`config.mk`:
```
export PLATFORM = sky130hd
export DESIGN_NAME = uart_bridge_top
export DESIGN_NICKNAME = d
export VERILOG_FILES = /design/src/verilog/uart_bridge_pkg.sv /design/src/verilog/uart_bridge_if.sv /design/src/verilog/uart_rx.sv /design/src/verilog/uart_tx.sv /design/src/verilog/uart_param_regs.sv /design/src/verilog/uart_cmd_ctrl.sv /design/src/verilog/bus_mem.sv /design/src/verilog/uart_bridge_top.sv
export VERILOG_INCLUDE_DIRS = /design/src /design/src/verilog
export SDC_FILE = /design/constraint.sdc
export NUM_CORES = 2
export LEC_CHECK = 0
export BUFFER_PORTS_ARGS = -buffer_cell sky130_fd_sc_hd__buf_2
export CAP_MARGIN = 20
export CORE_ASPECT_RATIO = 0.8
export CORE_MARGIN = 8
export CORE_UTILIZATION = 35
export DETAILED_ROUTE_END_ITERATION = 10
export HOLD_SLACK_MARGIN = 0.12
export PLACE_DENSITY = 0.61
export SETUP_SLACK_MARGIN = 0.3
export SLEW_MARGIN = 20
export SYNTH_ARGS = -nofsm -noshare
export SYNTH_HDL_FRONTEND = slang
export SYNTH_SLANG_ARGS = --single-unit
```
`constraint.sdc`:
```
create_clock -name clk -period 4.53 [get_ports clk]
set_clock_uncertainty 0.2 [all_clocks]
set_input_delay 0.6795 -clock clk [delete_from_list [all_inputs] [get_ports clk]]
set_output_delay 0.6795 -clock clk [all_outputs]
set_load 0.02 [all_outputs]
```
`src/verilog/uart_bridge_consts.svh`:
```
// shared constants of the uart bridge, included by the rtl and the testbench
`ifndef UART_BRIDGE_CONSTS_SVH
`define UART_BRIDGE_CONSTS_SVH

// clocks per serial bit
`define UART_OVERSAMPLE 4

// byte memory address width, depth is 2**MEM_ADDR_W
`define MEM_ADDR_W 8

// command bytes, ascii
`define CMD_LEN   8'h6c
`define CMD_ADDR  8'h61
`define CMD_READ  8'h72
`define CMD_WRITE 8'h77

// acknowledgement "OK\r"
`define ACK_0 8'h4f
`define ACK_1 8'h4b
`define ACK_2 8'h0d

`endif

```
`src/verilog/uart_bridge_pkg.sv`:
```
// types shared by the uart bridge modules, referenced by scoped name

package uart_bridge_pkg;

  // command controller states
  typedef enum logic [2:0] {
    IDLE,
    SET_LEN,
    SET_ADDR,
    READ,
    WRITE,
    ACK
  } bridge_state_t;

  // address and length words, loaded per byte and used whole
  typedef union packed {
    logic [3:0][7:0] bytes; // byte 0 is least significant
    logic [31:0]     word;
  } param_word_t;

endpackage

```
`src/verilog/uart_bridge_if.sv`:
```
// bundles between the command controller and the parameter registers and the byte memory
`timescale 1ns/1ps
`include "uart_bridge_consts.svh"

// bytewise parameter loading, the new word shows up the cycle after a strobe
interface param_if;
  logic                        load_len;
  logic                        load_addr;
  logic [1:0]                  byte_idx;
  logic [7:0]                  byte_val;
  uart_bridge_pkg::param_word_t len;
  uart_bridge_pkg::param_word_t addr;

  modport ctrl (
    output load_len, load_addr, byte_idx, byte_val,
    input  len, addr
  );

  modport regs (
    input  load_len, load_addr, byte_idx, byte_val,
    output len, addr
  );
endinterface

// bridge bus to the byte memory, rd returns rdata one cycle later
interface mem_if;
  logic [`MEM_ADDR_W-1:0] addr;
  logic [7:0]             wdata;
  logic                   wr;
  logic                   rd;
  logic [7:0]             rdata;

  modport master (
    output addr, wdata, wr, rd,
    input  rdata
  );

  modport slave (
    input  addr, wdata, wr, rd,
    output rdata
  );
endinterface

```
`src/verilog/uart_rx.sv`:
```
// serial receiver of the bridge, turns host frames into one-cycle byte strobes
`timescale 1ns/1ps
`include "uart_bridge_consts.svh"

module uart_rx (
  input  logic       clk,
  input  logic       UART_RST,
  input  logic       rx,
  output logic       rx_valid,
  output logic [7:0] rx_data
);

  localparam int OVS = `UART_OVERSAMPLE;
  localparam int CW  = $clog2(OVS);

  logic          rx_meta;
  logic          rx_sync;
  logic          rx_prev;
  logic          busy;
  logic [CW-1:0] sample_cnt;
  logic [3:0]    bit_cnt;    // 0 start, 1..8 data, 9 stop
  logic [7:0]    shift;
  logic          mid_bit;

  assign mid_bit = busy && (sample_cnt == CW'(OVS / 2));
  assign rx_data = shift;

  // two flop synchronizer, idle line is high
  always_ff @(posedge clk or posedge UART_RST) begin
    if (UART_RST) begin
      rx_meta <= 1'b1;
      rx_sync <= 1'b1;
      rx_prev <= 1'b1;
    end else begin
      rx_meta <= rx;
      rx_sync <= rx_meta;
      rx_prev <= rx_sync;
    end
  end

  always_ff @(posedge clk or posedge UART_RST) begin
    if (UART_RST) begin
      busy       <= 1'b0;
      sample_cnt <= '0;
      bit_cnt    <= '0;
      rx_valid   <= 1'b0;
    end else begin
      rx_valid <= 1'b0;
      if (!busy) begin
        if (rx_prev && !rx_sync) begin // start edge counts as sample 0
          busy       <= 1'b1;
          sample_cnt <= CW'(1);
          bit_cnt    <= '0;
        end
      end else begin
        if (sample_cnt == CW'(OVS - 1)) begin
          sample_cnt <= '0;
          bit_cnt    <= bit_cnt + 4'd1;
        end else begin
          sample_cnt <= sample_cnt + 1'b1;
        end
        if (mid_bit && bit_cnt == 4'd0 && rx_sync) begin
          busy <= 1'b0; // glitch, no real start bit
        end else if (mid_bit && bit_cnt == 4'd9) begin
          busy     <= 1'b0;
          rx_valid <= rx_sync; // low stop bit drops the byte
        end
      end
    end
  end

  // data bits arrive lsb first
  always_ff @(posedge clk) begin
    if (mid_bit && bit_cnt != 4'd0 && bit_cnt != 4'd9) begin
      shift <= {rx_sync, shift[7:1]};
    end
  end

endmodule

```
`src/verilog/uart_tx.sv`:
```
// serial transmitter of the bridge, sends one byte per start strobe and flags busy
`timescale 1ns/1ps
`include "uart_bridge_consts.svh"

module uart_tx (
  input  logic       clk,
  input  logic       UART_RST,
  input  logic       tx_start,
  input  logic [7:0] tx_data,
  output logic       tx,
  output logic       tx_busy
);

  localparam int OVS = `UART_OVERSAMPLE;
  localparam int CW  = $clog2(OVS);

  logic [9:0]    frame;      // stop, data, start; shifted out from bit 0
  logic [CW-1:0] sample_cnt;
  logic [3:0]    bit_cnt;

  assign tx = frame[0]; // all ones when idle

  always_ff @(posedge clk or posedge UART_RST) begin
    if (UART_RST) begin
      frame      <= '1;
      tx_busy    <= 1'b0;
      sample_cnt <= '0;
      bit_cnt    <= '0;
    end else if (!tx_busy) begin
      if (tx_start) begin
        frame      <= {1'b1, tx_data, 1'b0};
        tx_busy    <= 1'b1;
        sample_cnt <= '0;
        bit_cnt    <= '0;
      end
    end else if (sample_cnt == CW'(OVS - 1)) begin
      sample_cnt <= '0;
      frame      <= {1'b1, frame[9:1]};
      bit_cnt    <= bit_cnt + 4'd1;
      if (bit_cnt == 4'd9) begin
        tx_busy <= 1'b0; // stop bit done
      end
    end else begin
      sample_cnt <= sample_cnt + 1'b1;
    end
  end

endmodule

```
`src/verilog/uart_param_regs.sv`:
```
// start address and block length registers, loaded one byte at a time by the controller
`timescale 1ns/1ps

module uart_param_regs (
  input  logic  clk,
  input  logic  UART_RST,
  param_if.regs p
);

  uart_bridge_pkg::param_word_t len_q;
  uart_bridge_pkg::param_word_t addr_q;

  always_ff @(posedge clk or posedge UART_RST) begin
    if (UART_RST) begin
      len_q.word  <= 32'd1; // one byte blocks by default
      addr_q.word <= 32'd0;
    end else begin
      if (p.load_len) begin
        len_q.bytes[p.byte_idx] <= p.byte_val;
      end
      if (p.load_addr) begin
        addr_q.bytes[p.byte_idx] <= p.byte_val;
      end
    end
  end

  // controller only looks at whole words
  assign p.len  = len_q;
  assign p.addr = addr_q;

endmodule

```
`src/verilog/uart_cmd_ctrl.sv`:
```
// command FSM of the bridge, runs parameter loads, block writes, block reads and the ack
`timescale 1ns/1ps
`include "uart_bridge_consts.svh"

module uart_cmd_ctrl (
  input  logic       clk,
  input  logic       UART_RST,
  input  logic       rx_valid,
  input  logic [7:0] rx_data,
  input  logic       tx_busy,
  output logic       tx_start,
  output logic [7:0] tx_data,
  param_if.ctrl      p,
  mem_if.master      m
);

  localparam logic [1:0] RD_REQ  = 2'd0; // wait for tx idle, then issue rd
  localparam logic [1:0] RD_WAIT = 2'd1; // memory read in flight
  localparam logic [1:0] RD_SEND = 2'd2; // rdata valid, hand to tx

  uart_bridge_pkg::bridge_state_t state;
  logic [31:0] cnt;      // parameter byte, data byte or ack byte index
  logic [1:0]  rd_phase;
  logic        tx_free;
  logic        cnt_done;
  logic [7:0]  ack_byte;

  assign tx_free  = !tx_busy && !tx_start; // busy rises a cycle after start
  assign cnt_done = (cnt == p.len.word);

  always_comb begin
    case (cnt[1:0])
      2'd0:    ack_byte = `ACK_0;
      2'd1:    ack_byte = `ACK_1;
      default: ack_byte = `ACK_2;
    endcase
  end

  // loads and writes act on the receive strobe itself
  assign p.load_len  = (state == uart_bridge_pkg::SET_LEN) && rx_valid;
  assign p.load_addr = (state == uart_bridge_pkg::SET_ADDR) && rx_valid;
  assign p.byte_idx  = cnt[1:0];
  assign p.byte_val  = rx_data;

  assign m.addr  = p.addr.word[`MEM_ADDR_W-1:0] + cnt[`MEM_ADDR_W-1:0]; // wraps at depth
  assign m.wdata = rx_data;
  assign m.wr    = (state == uart_bridge_pkg::WRITE) && rx_valid && !cnt_done;

  always_ff @(posedge clk or posedge UART_RST) begin
    if (UART_RST) begin
      state    <= uart_bridge_pkg::IDLE;
      cnt      <= '0;
      rd_phase <= RD_REQ;
      m.rd     <= 1'b0;
      tx_start <= 1'b0;
    end else begin
      m.rd     <= 1'b0;
      tx_start <= 1'b0;
      case (state)
        uart_bridge_pkg::IDLE: begin
          if (rx_valid) begin
            cnt      <= '0;
            rd_phase <= RD_REQ;
            case (rx_data)
              `CMD_LEN:   state <= uart_bridge_pkg::SET_LEN;
              `CMD_ADDR:  state <= uart_bridge_pkg::SET_ADDR;
              `CMD_READ:  state <= uart_bridge_pkg::READ;
              `CMD_WRITE: state <= uart_bridge_pkg::WRITE;
              default:    state <= uart_bridge_pkg::IDLE; // unknown byte, no reply
            endcase
          end
        end
        uart_bridge_pkg::SET_LEN, uart_bridge_pkg::SET_ADDR: begin
          if (rx_valid) begin
            if (cnt == 32'd3) begin
              state <= uart_bridge_pkg::ACK;
              cnt   <= '0;
            end else begin
              cnt <= cnt + 32'd1;
            end
          end
        end
        uart_bridge_pkg::WRITE: begin
          if (cnt_done) begin
            state <= uart_bridge_pkg::ACK;
            cnt   <= '0;
          end else if (rx_valid) begin
            cnt <= cnt + 32'd1;
          end
        end
        uart_bridge_pkg::READ: begin
          case (rd_phase)
            RD_REQ: begin
              if (cnt_done) begin
                state <= uart_bridge_pkg::ACK;
                cnt   <= '0;
              end else if (tx_free) begin
                m.rd     <= 1'b1;
                rd_phase <= RD_WAIT;
              end
            end
            RD_WAIT: rd_phase <= RD_SEND; // address held by cnt
            default: begin
              tx_start <= 1'b1;
              cnt      <= cnt + 32'd1;
              rd_phase <= RD_REQ;
            end
          endcase
        end
        uart_bridge_pkg::ACK: begin
          if (tx_free) begin
            if (cnt == 32'd3) begin
              state <= uart_bridge_pkg::IDLE; // last ack byte fully sent
            end else begin
              tx_start <= 1'b1;
              cnt      <= cnt + 32'd1;
            end
          end
        end
        default: state <= uart_bridge_pkg::IDLE;
      endcase
    end
  end

  // byte for the transmitter, captured with the start pulse
  always_ff @(posedge clk) begin
    if (state == uart_bridge_pkg::READ && rd_phase == RD_SEND) begin
      tx_data <= m.rdata;
    end else if (state == uart_bridge_pkg::ACK && tx_free) begin
      tx_data <= ack_byte;
    end
  end

endmodule

```
`src/verilog/bus_mem.sv`:
```
// on-chip byte memory on the bridge bus, written and read by the command controller
`timescale 1ns/1ps
`include "uart_bridge_consts.svh"

module bus_mem (
  input  logic  clk,
  mem_if.slave  m
);

  localparam int DEPTH = 1 << `MEM_ADDR_W;

  logic [7:0] mem [0:DEPTH-1]; // contents undefined until written

  always_ff @(posedge clk) begin
    if (m.wr) begin
      mem[m.addr] <= m.wdata;
    end
  end

  // registered read, data one cycle after rd
  always_ff @(posedge clk) begin
    if (m.rd) begin
      m.rdata <= mem[m.addr];
    end
  end

endmodule

```
`src/verilog/uart_bridge_top.sv`:
```
// top level of the uart bridge, serial pins in and out, memory kept inside
`timescale 1ns/1ps

module uart_bridge_top (
  input  logic clk,
  input  logic UART_RST,
  input  logic uart_rx,
  output logic uart_tx
);

  logic       rx_valid;
  logic [7:0] rx_data;
  logic       tx_start;
  logic [7:0] tx_data;
  logic       tx_busy;

  param_if p_if ();
  mem_if   m_if ();

  uart_rx u_rx (
    .clk      (clk),
    .UART_RST (UART_RST),
    .rx       (uart_rx),
    .rx_valid (rx_valid),
    .rx_data  (rx_data)
  );

  uart_tx u_tx (
    .clk      (clk),
    .UART_RST (UART_RST),
    .tx_start (tx_start),
    .tx_data  (tx_data),
    .tx       (uart_tx),
    .tx_busy  (tx_busy)
  );

  uart_param_regs u_regs (
    .clk      (clk),
    .UART_RST (UART_RST),
    .p        (p_if.regs)
  );

  uart_cmd_ctrl u_ctrl (
    .clk      (clk),
    .UART_RST (UART_RST),
    .rx_valid (rx_valid),
    .rx_data  (rx_data),
    .tx_busy  (tx_busy),
    .tx_start (tx_start),
    .tx_data  (tx_data),
    .p        (p_if.ctrl),
    .m        (m_if.master)
  );

  bus_mem u_mem (
    .clk (clk),
    .m   (m_if.slave)
  );

endmodule

```
After elaboration in Yosys (flattened, before gate mapping). Memories as Yosys holds them, arrays and structs flattened. A register that Yosys moved wholly into a read port is not among the register bits. Index checks and enable logic that the tools add are counted.

Register bits: 147. Bits in writable memories: 2048. Bits of input ports: 3. Output and inout bits: 1. Logic and storage cells: 166. Memories kept: 1.

Memories: u_mem.mem (depth 256, bits a word 8, read ports 1, clocked after Yosys merged registers in 1, wr ports 1, line bus_mem.sv:12) `logic [7:0] mem [0:DEPTH-1];`.

Add/sub/neg operators: 6. Order comparisons: 2. Equality and inequality tests: 34. Multiplexer cells: 67. Reduce and logical (&&, ||, !) cells: 36.

Operators with widths (number): 32-bit 2-to-1 mux (8); 32-bit one-hot mux with 5 select lines (1); 32-bit bitwise mux (2); 32-bit one-hot mux with 2 select lines (1); 32-bit by 1-bit adder with 32-bit output, second input constant (1); 32-bit by 2-bit == test with 1-bit output, second input constant (1); 32-bit == test (1); 8-bit by 7-bit == test with 1-bit output, second input constant (4); 10-bit 2-to-1 mux (3); 4-bit 2-to-1 mux (6); 8-bit 2-to-1 mux (3); 3-bit 2-to-1 mux (7); 1-bit 2-to-1 mux (20); 2-bit 2-to-1 mux (9); 8-bit demux with 2-bit select (1); 1-bit logical AND (15); 3-bit one-hot mux with 5 select lines (1); 2-bit != test, second input constant (7); 7-bit one-hot mux with 2 select lines (1); 3-bit one-hot mux with 4 select lines (1); 3-bit by 2-bit != test with 1-bit output, second input constant (3); 4-bit by 1-bit adder with 4-bit output, second input constant (2); 8-bit adder (1); 2-bit == test, second input constant (4); 25 further kinds (42).

Depth between registers and ports, before layout.
Depth after elaboration: 6. Gate-level depth with buffers: 15.

Modules after synthesis. From an unflattened synthesis, not the netlist that was laid out.

Cell total of the unflattened synthesis: 4259. Area, all modules: 86330.3 um^2.

Modules (own cells, without submodules): bus_mem (instances 1, cells each 3547, area each 78572.9 um^2); uart_cmd_ctrl (instances 1, cells each 443, area each 3728.6 um^2); uart_param_regs (instances 1, cells each 139, area each 2448.6 um^2); uart_rx (instances 1, cells each 58, area each 805.8 um^2); uart_tx (instances 1, cells each 72, area each 774.5 um^2).

Worst setup path before layout. Ideal clock, no wire load.

Path type: register to register. From: reg u_rx.shift[2], in the netlist u_rx.rx_data[2]. To: reg u_ctrl.state[0]. Library setup time: 87 ps. Arrival: 4636 ps. Slack: -393 ps. Cell stages (with the launch flop): 6. Buffers on the path: 1. Clock period less this slack: 4923 ps. Cell sequence: edfxtp_1 buf_2 a31oi_1 o41ai_1 o221ai_1 a22oi_1.

Cells in the longest elaborated chain, start to end: 4.

RTL lines: start, declared (line uart_rx.sv:22) `logic [7:0] shift;`; start signal, assigned (line uart_rx.sv:75) `shift <= {rx_sync, shift[7:1]};`; 8-bit by 7-bit == test with 1-bit output (line uart_cmd_ctrl.sv:64) `case (rx_data)`; 3-bit one-hot mux with 4 select lines (*) (line uart_cmd_ctrl.sv:64); 3-bit 2-to-1 mux (*) (line uart_cmd_ctrl.sv:61) `if (rx_valid) begin`; 3-bit one-hot mux with 5 select lines (*) (line uart_cmd_ctrl.sv:59) `case (state)`; end signal, assigned (line uart_cmd_ctrl.sv:65) `` `CMD_LEN: state <= uart_bridge_pkg::SET_LEN; ``; end signal, assigned (line uart_cmd_ctrl.sv:66) `` `CMD_ADDR: state <= uart_bridge_pkg::SET_ADDR; ``; end signal, assigned (line uart_cmd_ctrl.sv:67) `` `CMD_READ: state <= uart_bridge_pkg::READ; ``; end, declared (line uart_cmd_ctrl.sv:21) `uart_bridge_pkg::bridge_state_t state;`.

Every way passes the cells marked *; elsewhere a longest branch is shown, timed or not. The select of a mux whose other input is x is not followed. A chain may end at the register's enable or synchronous reset.

Worst setup path after layout.
From: reg u_ctrl.cnt[0]. To: reg u_mem.m.rdata[0], read port of u_mem.mem (data pin).

Cells in the longest elaborated chain, start to end: 1.

RTL lines: start, declared (line uart_cmd_ctrl.sv:22) `logic [31:0] cnt;`; start signal, assigned (line uart_cmd_ctrl.sv:79) `cnt <= cnt + 32'd1;`; start signal, assigned (line uart_cmd_ctrl.sv:88) `cnt <= cnt + 32'd1;`; start signal, assigned (line uart_cmd_ctrl.sv:105) `cnt <= cnt + 32'd1;`; 8-bit adder (line uart_cmd_ctrl.sv:45) `` assign m.addr = p.addr.word[`MEM_ADDR_W-1:0] + cnt[`MEM_ADDR_W-1:0]; ``; end, declared (line uart_bridge_if.sv:40) `output rdata`.

Every way passes these cells.

==> summary.md <==
| Metric | Value |
|---|---|
| Die outline width | 571 um |
| Post-synthesis mux area share | 14.4% |
| Adder-Cell Fraction of Synth Area | 0.313% |
| TNS Setup | 0 ns |
| Syn Area/Cell | 18.6 um2 |
| Synth Area in XOR/XNOR | 0.585% |
| Most common cell in the synthesized netlist | edfxtp_1 |
| Status | finished, final reports clean |
| Synth Area in Compound Gates | 1.41% |
| Util after Layout | 41.3% |
| Top-area cell type share of the netlist area | 72.0% |
| Final nets | 5144 |
| Tmin final | 4.33 ns |
| Starting Density | 35.1% |
| Setup WS pre-CTS | -0.0874 ns |
| GPL Wtd Cong | 0.831 |
| Final slew viol count | 0 |
| DRC | 0 |
| FFs w/ async S/R, synth | 4.87% |
| First-pass GRT wire length | 327000 um |
| Buf/Inv on CP | 3 |
| Top cells by count, synth | edfxtp_1 (2072), nand2_1 (545), mux4_2 (524), nand3_1 (327), nor2_1 (308) |
| RR Endpoint | u_mem.m.rdata[0] |
| Worst setup EP type | register |
| Post-DP Area | 93900 um2 |
| CP endpoint | u_mem.m.rdata[0] |
| Total gr overflow | 0 |
| Ys Warns | 0 |
| Worst Hold Path Cells | 0 |
| Synthesis-stage register bit count | 2178 |
| Seq/Total Area, Yosys | 75.1% |
| Final worst slack | 0.203 ns |
| TritonCTS buffer count | 207 |
| Vias after detailed routing | 46622 |
| Launch point of the critical path | u_ctrl.cnt[0] |
| Final Cell Area | 101000 um2 |
| WHS | 0.159 ns |
| Final WL | 226000 um |
| CTS tree | done |
| CP Max Fanout | 20 |
| Ports | 4 |
| CP Class | reg2reg |
| Row cnt | 163 |
| Post-synth EDFFs | 2072 |
| Finished Layout Cells | 8587 |
| Tot Pwr | 41.2 mW |
| Largest net degree at the start of global routing | 194 |
| Hpwl dp | 137000 um |
| Placed Cells incl. Taps | 8154 |
| Mapped Cells | 4637 |
| # port buffers | 3 |
| Global Route met1 Usage | 25.6% |
| Initial antenna violation count | 8 |
| Drt wl/cell | 26.4 um |
| Total Routing Usage GR | 16.7% |
| Worst reg2reg path startpoint | u_ctrl.cnt[0] |
| RSZ-0062 raised after global routing | true |
| Root cell of the clock tree | clkbuf_16 |
| Hold Fails Final Rpt | 0 |
| Layout cell share with drive strength beyond 1 | 28.1% |
| Htree depth | 4 |
| Reg2reg path depth | 12 |
| GRT Max-Usage Layer | met1 |
| Crit path DAT | 4.66 ns |
| Max VDD drop | 340 uV |
| Floorplan core area | 246000 um2 |
| Met3 Resource Use GR | 3.62% |
| DR pass1 iterations | 8 |
| 1st-iter DRT viols | 5884 |
| Pleak | 32.3 nW |
| CP max stage cell | fa_4 |
| Via/cell ratio | 5.43 |
| Yosys top cell by area | edfxtp_1 |
| Req. time, crit path | 4.86 ns |
| Largest family of logic cells by synthesized area | multiplexers |
| Worst hold path type | reg2reg |
| Synth area leaders | edfxtp_1 (72%), mux4_2 (14%), dfrtp_1 (2.7%) |
| Fmax | 231 MHz |
| Worst slew margin | 25.3% |
| Clock sink total | 2178 |
| Worst slew pin tran | 1.12 ns |
| CTS max path bufs | 4 |
| Reported max-cap violation count | 0 |
| Routed Antenna Nets | 0 |
| Cell Area, Synth | 86400 um2 |
| R2R Setup Slk | 0.20 ns |
| Final setup fails | 0 |
| Type of origin of the critical path | register |
| Vias in the first global route | 45880 |
| Ys flop type | edfxtp_1 |
| Number of cells on the critical path | 12 |
| Area delta synth->final | 17.5% |
| Delay-heaviest family, CP | adder cells |
| Clk slew on worst S/H paths | 0.06 ns |
| Die Y | 460 um |
| M2 GR Usage | 24.5% |
| Synth Net Count | 4661 |
| Worst stage delay on the critical path | 0.90 ns |
| Cell Chain, Critical Path | ha_4, fa_4, buf_12, buf_12, mux4_2, nand2_1, nand3_1, nand3_1, nand4_1, a222oi_1, buf_4, o221ai_1 |
| Worst-Skew Late Latency | 0.86 ns |
| Unique masters post-synth | 74 |
| Die area | 263000 um2 |
| Simple-gate share of the synthesized area | 6.63% |
| PwrDens | 406 nW/um2 |
| Period utilisation layout | 95.5% |
[state kept, by name, summed over array words and instances, names as in the netlist, 2 cells and up]
register and cells:
u_ctrl.tx_data 8, u_ctrl.rd_phase 2, u_rx.sample_cnt 2, u_ctrl.state 3
u_rx.bit_cnt 4, u_tx.bit_cnt 4, u_ctrl.cnt 32, u_mem.m.rdata 8
u_regs.p.addr 8, u_rx.rx_data 8, u_regs.p.len 32, u_mem.mem 2048
u_tx.frame 9, u_tx.sample_cnt 2
[timing repair]
item	in CTS	in global routing
pin swaps	9	22
setup buffers	8	37
resized for setup	14	59
endpoints found under the setup margin	4	251
gates cloned	5	5
hold buffers	2	0
endpoints found under the hold margin	46	0
[worst min path at each step]
stage / endpoint / startpoint
after floorplan: u_rx.rx_sync / u_rx.rx_meta
after global placement: u_rx.rx_sync / u_rx.rx_meta
after detailed placement: u_rx.rx_sync / u_rx.rx_meta
after CTS: u_rx.rx_sync / u_rx.rx_meta
after global routing: u_rx.rx_sync / u_rx.rx_meta
final: u_rx.rx_sync / u_rx.rx_meta
[power breakdown]
group | internal [mW] | switching (mW) | total [mW]
Sequential | 22.8 | 0.0537 | 22.8
Combinational | 0.119 | 1.08 | 1.20
Clock | 9.68 | 7.49 | 17.2
Total | 32.6 | 8.62 | 41.2
[placed cells by master, fill, tap and decap left out, drive strengths merged, types with 17 or more instances in the layout]
master and count:
a21oi 31, mux2 45, clkbuf 265, edfxtp 2072, dfrtp 93, nor2 308
xnor2 46, ha 20, nor3 17, a31oi 20, bufinv 20, mux4 524
nand2 545, and3 19, clkinv 86, nand3 328, o21ai 39, buf 538
inv 30, o22ai 17, nand4 40
[metal layers]
metal  vias to the layer above  wire [um]
met1                     24698     100000
met3                       294      21900
met5                         -         17
met2                      2189     100000
li1                      19439          -
met4                         2       4310
[cells by family after synthesis]
logic type	Yosys count
fa+ha+maj	21
buf+inv	302
compound gates	179
xor+xnor	56
mux	580
flops	2178
simple gates	1321
[worst register-to-register path, stage by stage, from the launching register on]
cell and delay [ns]:
dfrtp_1 0.41, ha_4 0.18, fa_4 0.90, buf_12 0.20, buf_12 0.19, mux4_2 0.32, nand2_1 0.10, nand3_1 0.19
nand3_1 0.28, nand4_1 0.38, a222oi_1 0.40, buf_4 0.19, o221ai_1 0.10
[final cells by class]
type / instances / area (um2)
sequential: 2178 / 64900
fill: 21739 / 144000
timing repair buffer: 549 / 5280
multi-input combinational: 2157 / 20500
clock inverter: 115 / 1110
tap: 3300 / 4130
clock buffer: 260 / 5460
antenna: 1 / 2.50
inverter: 27 / 104
(Power assumes the default switching activity.)
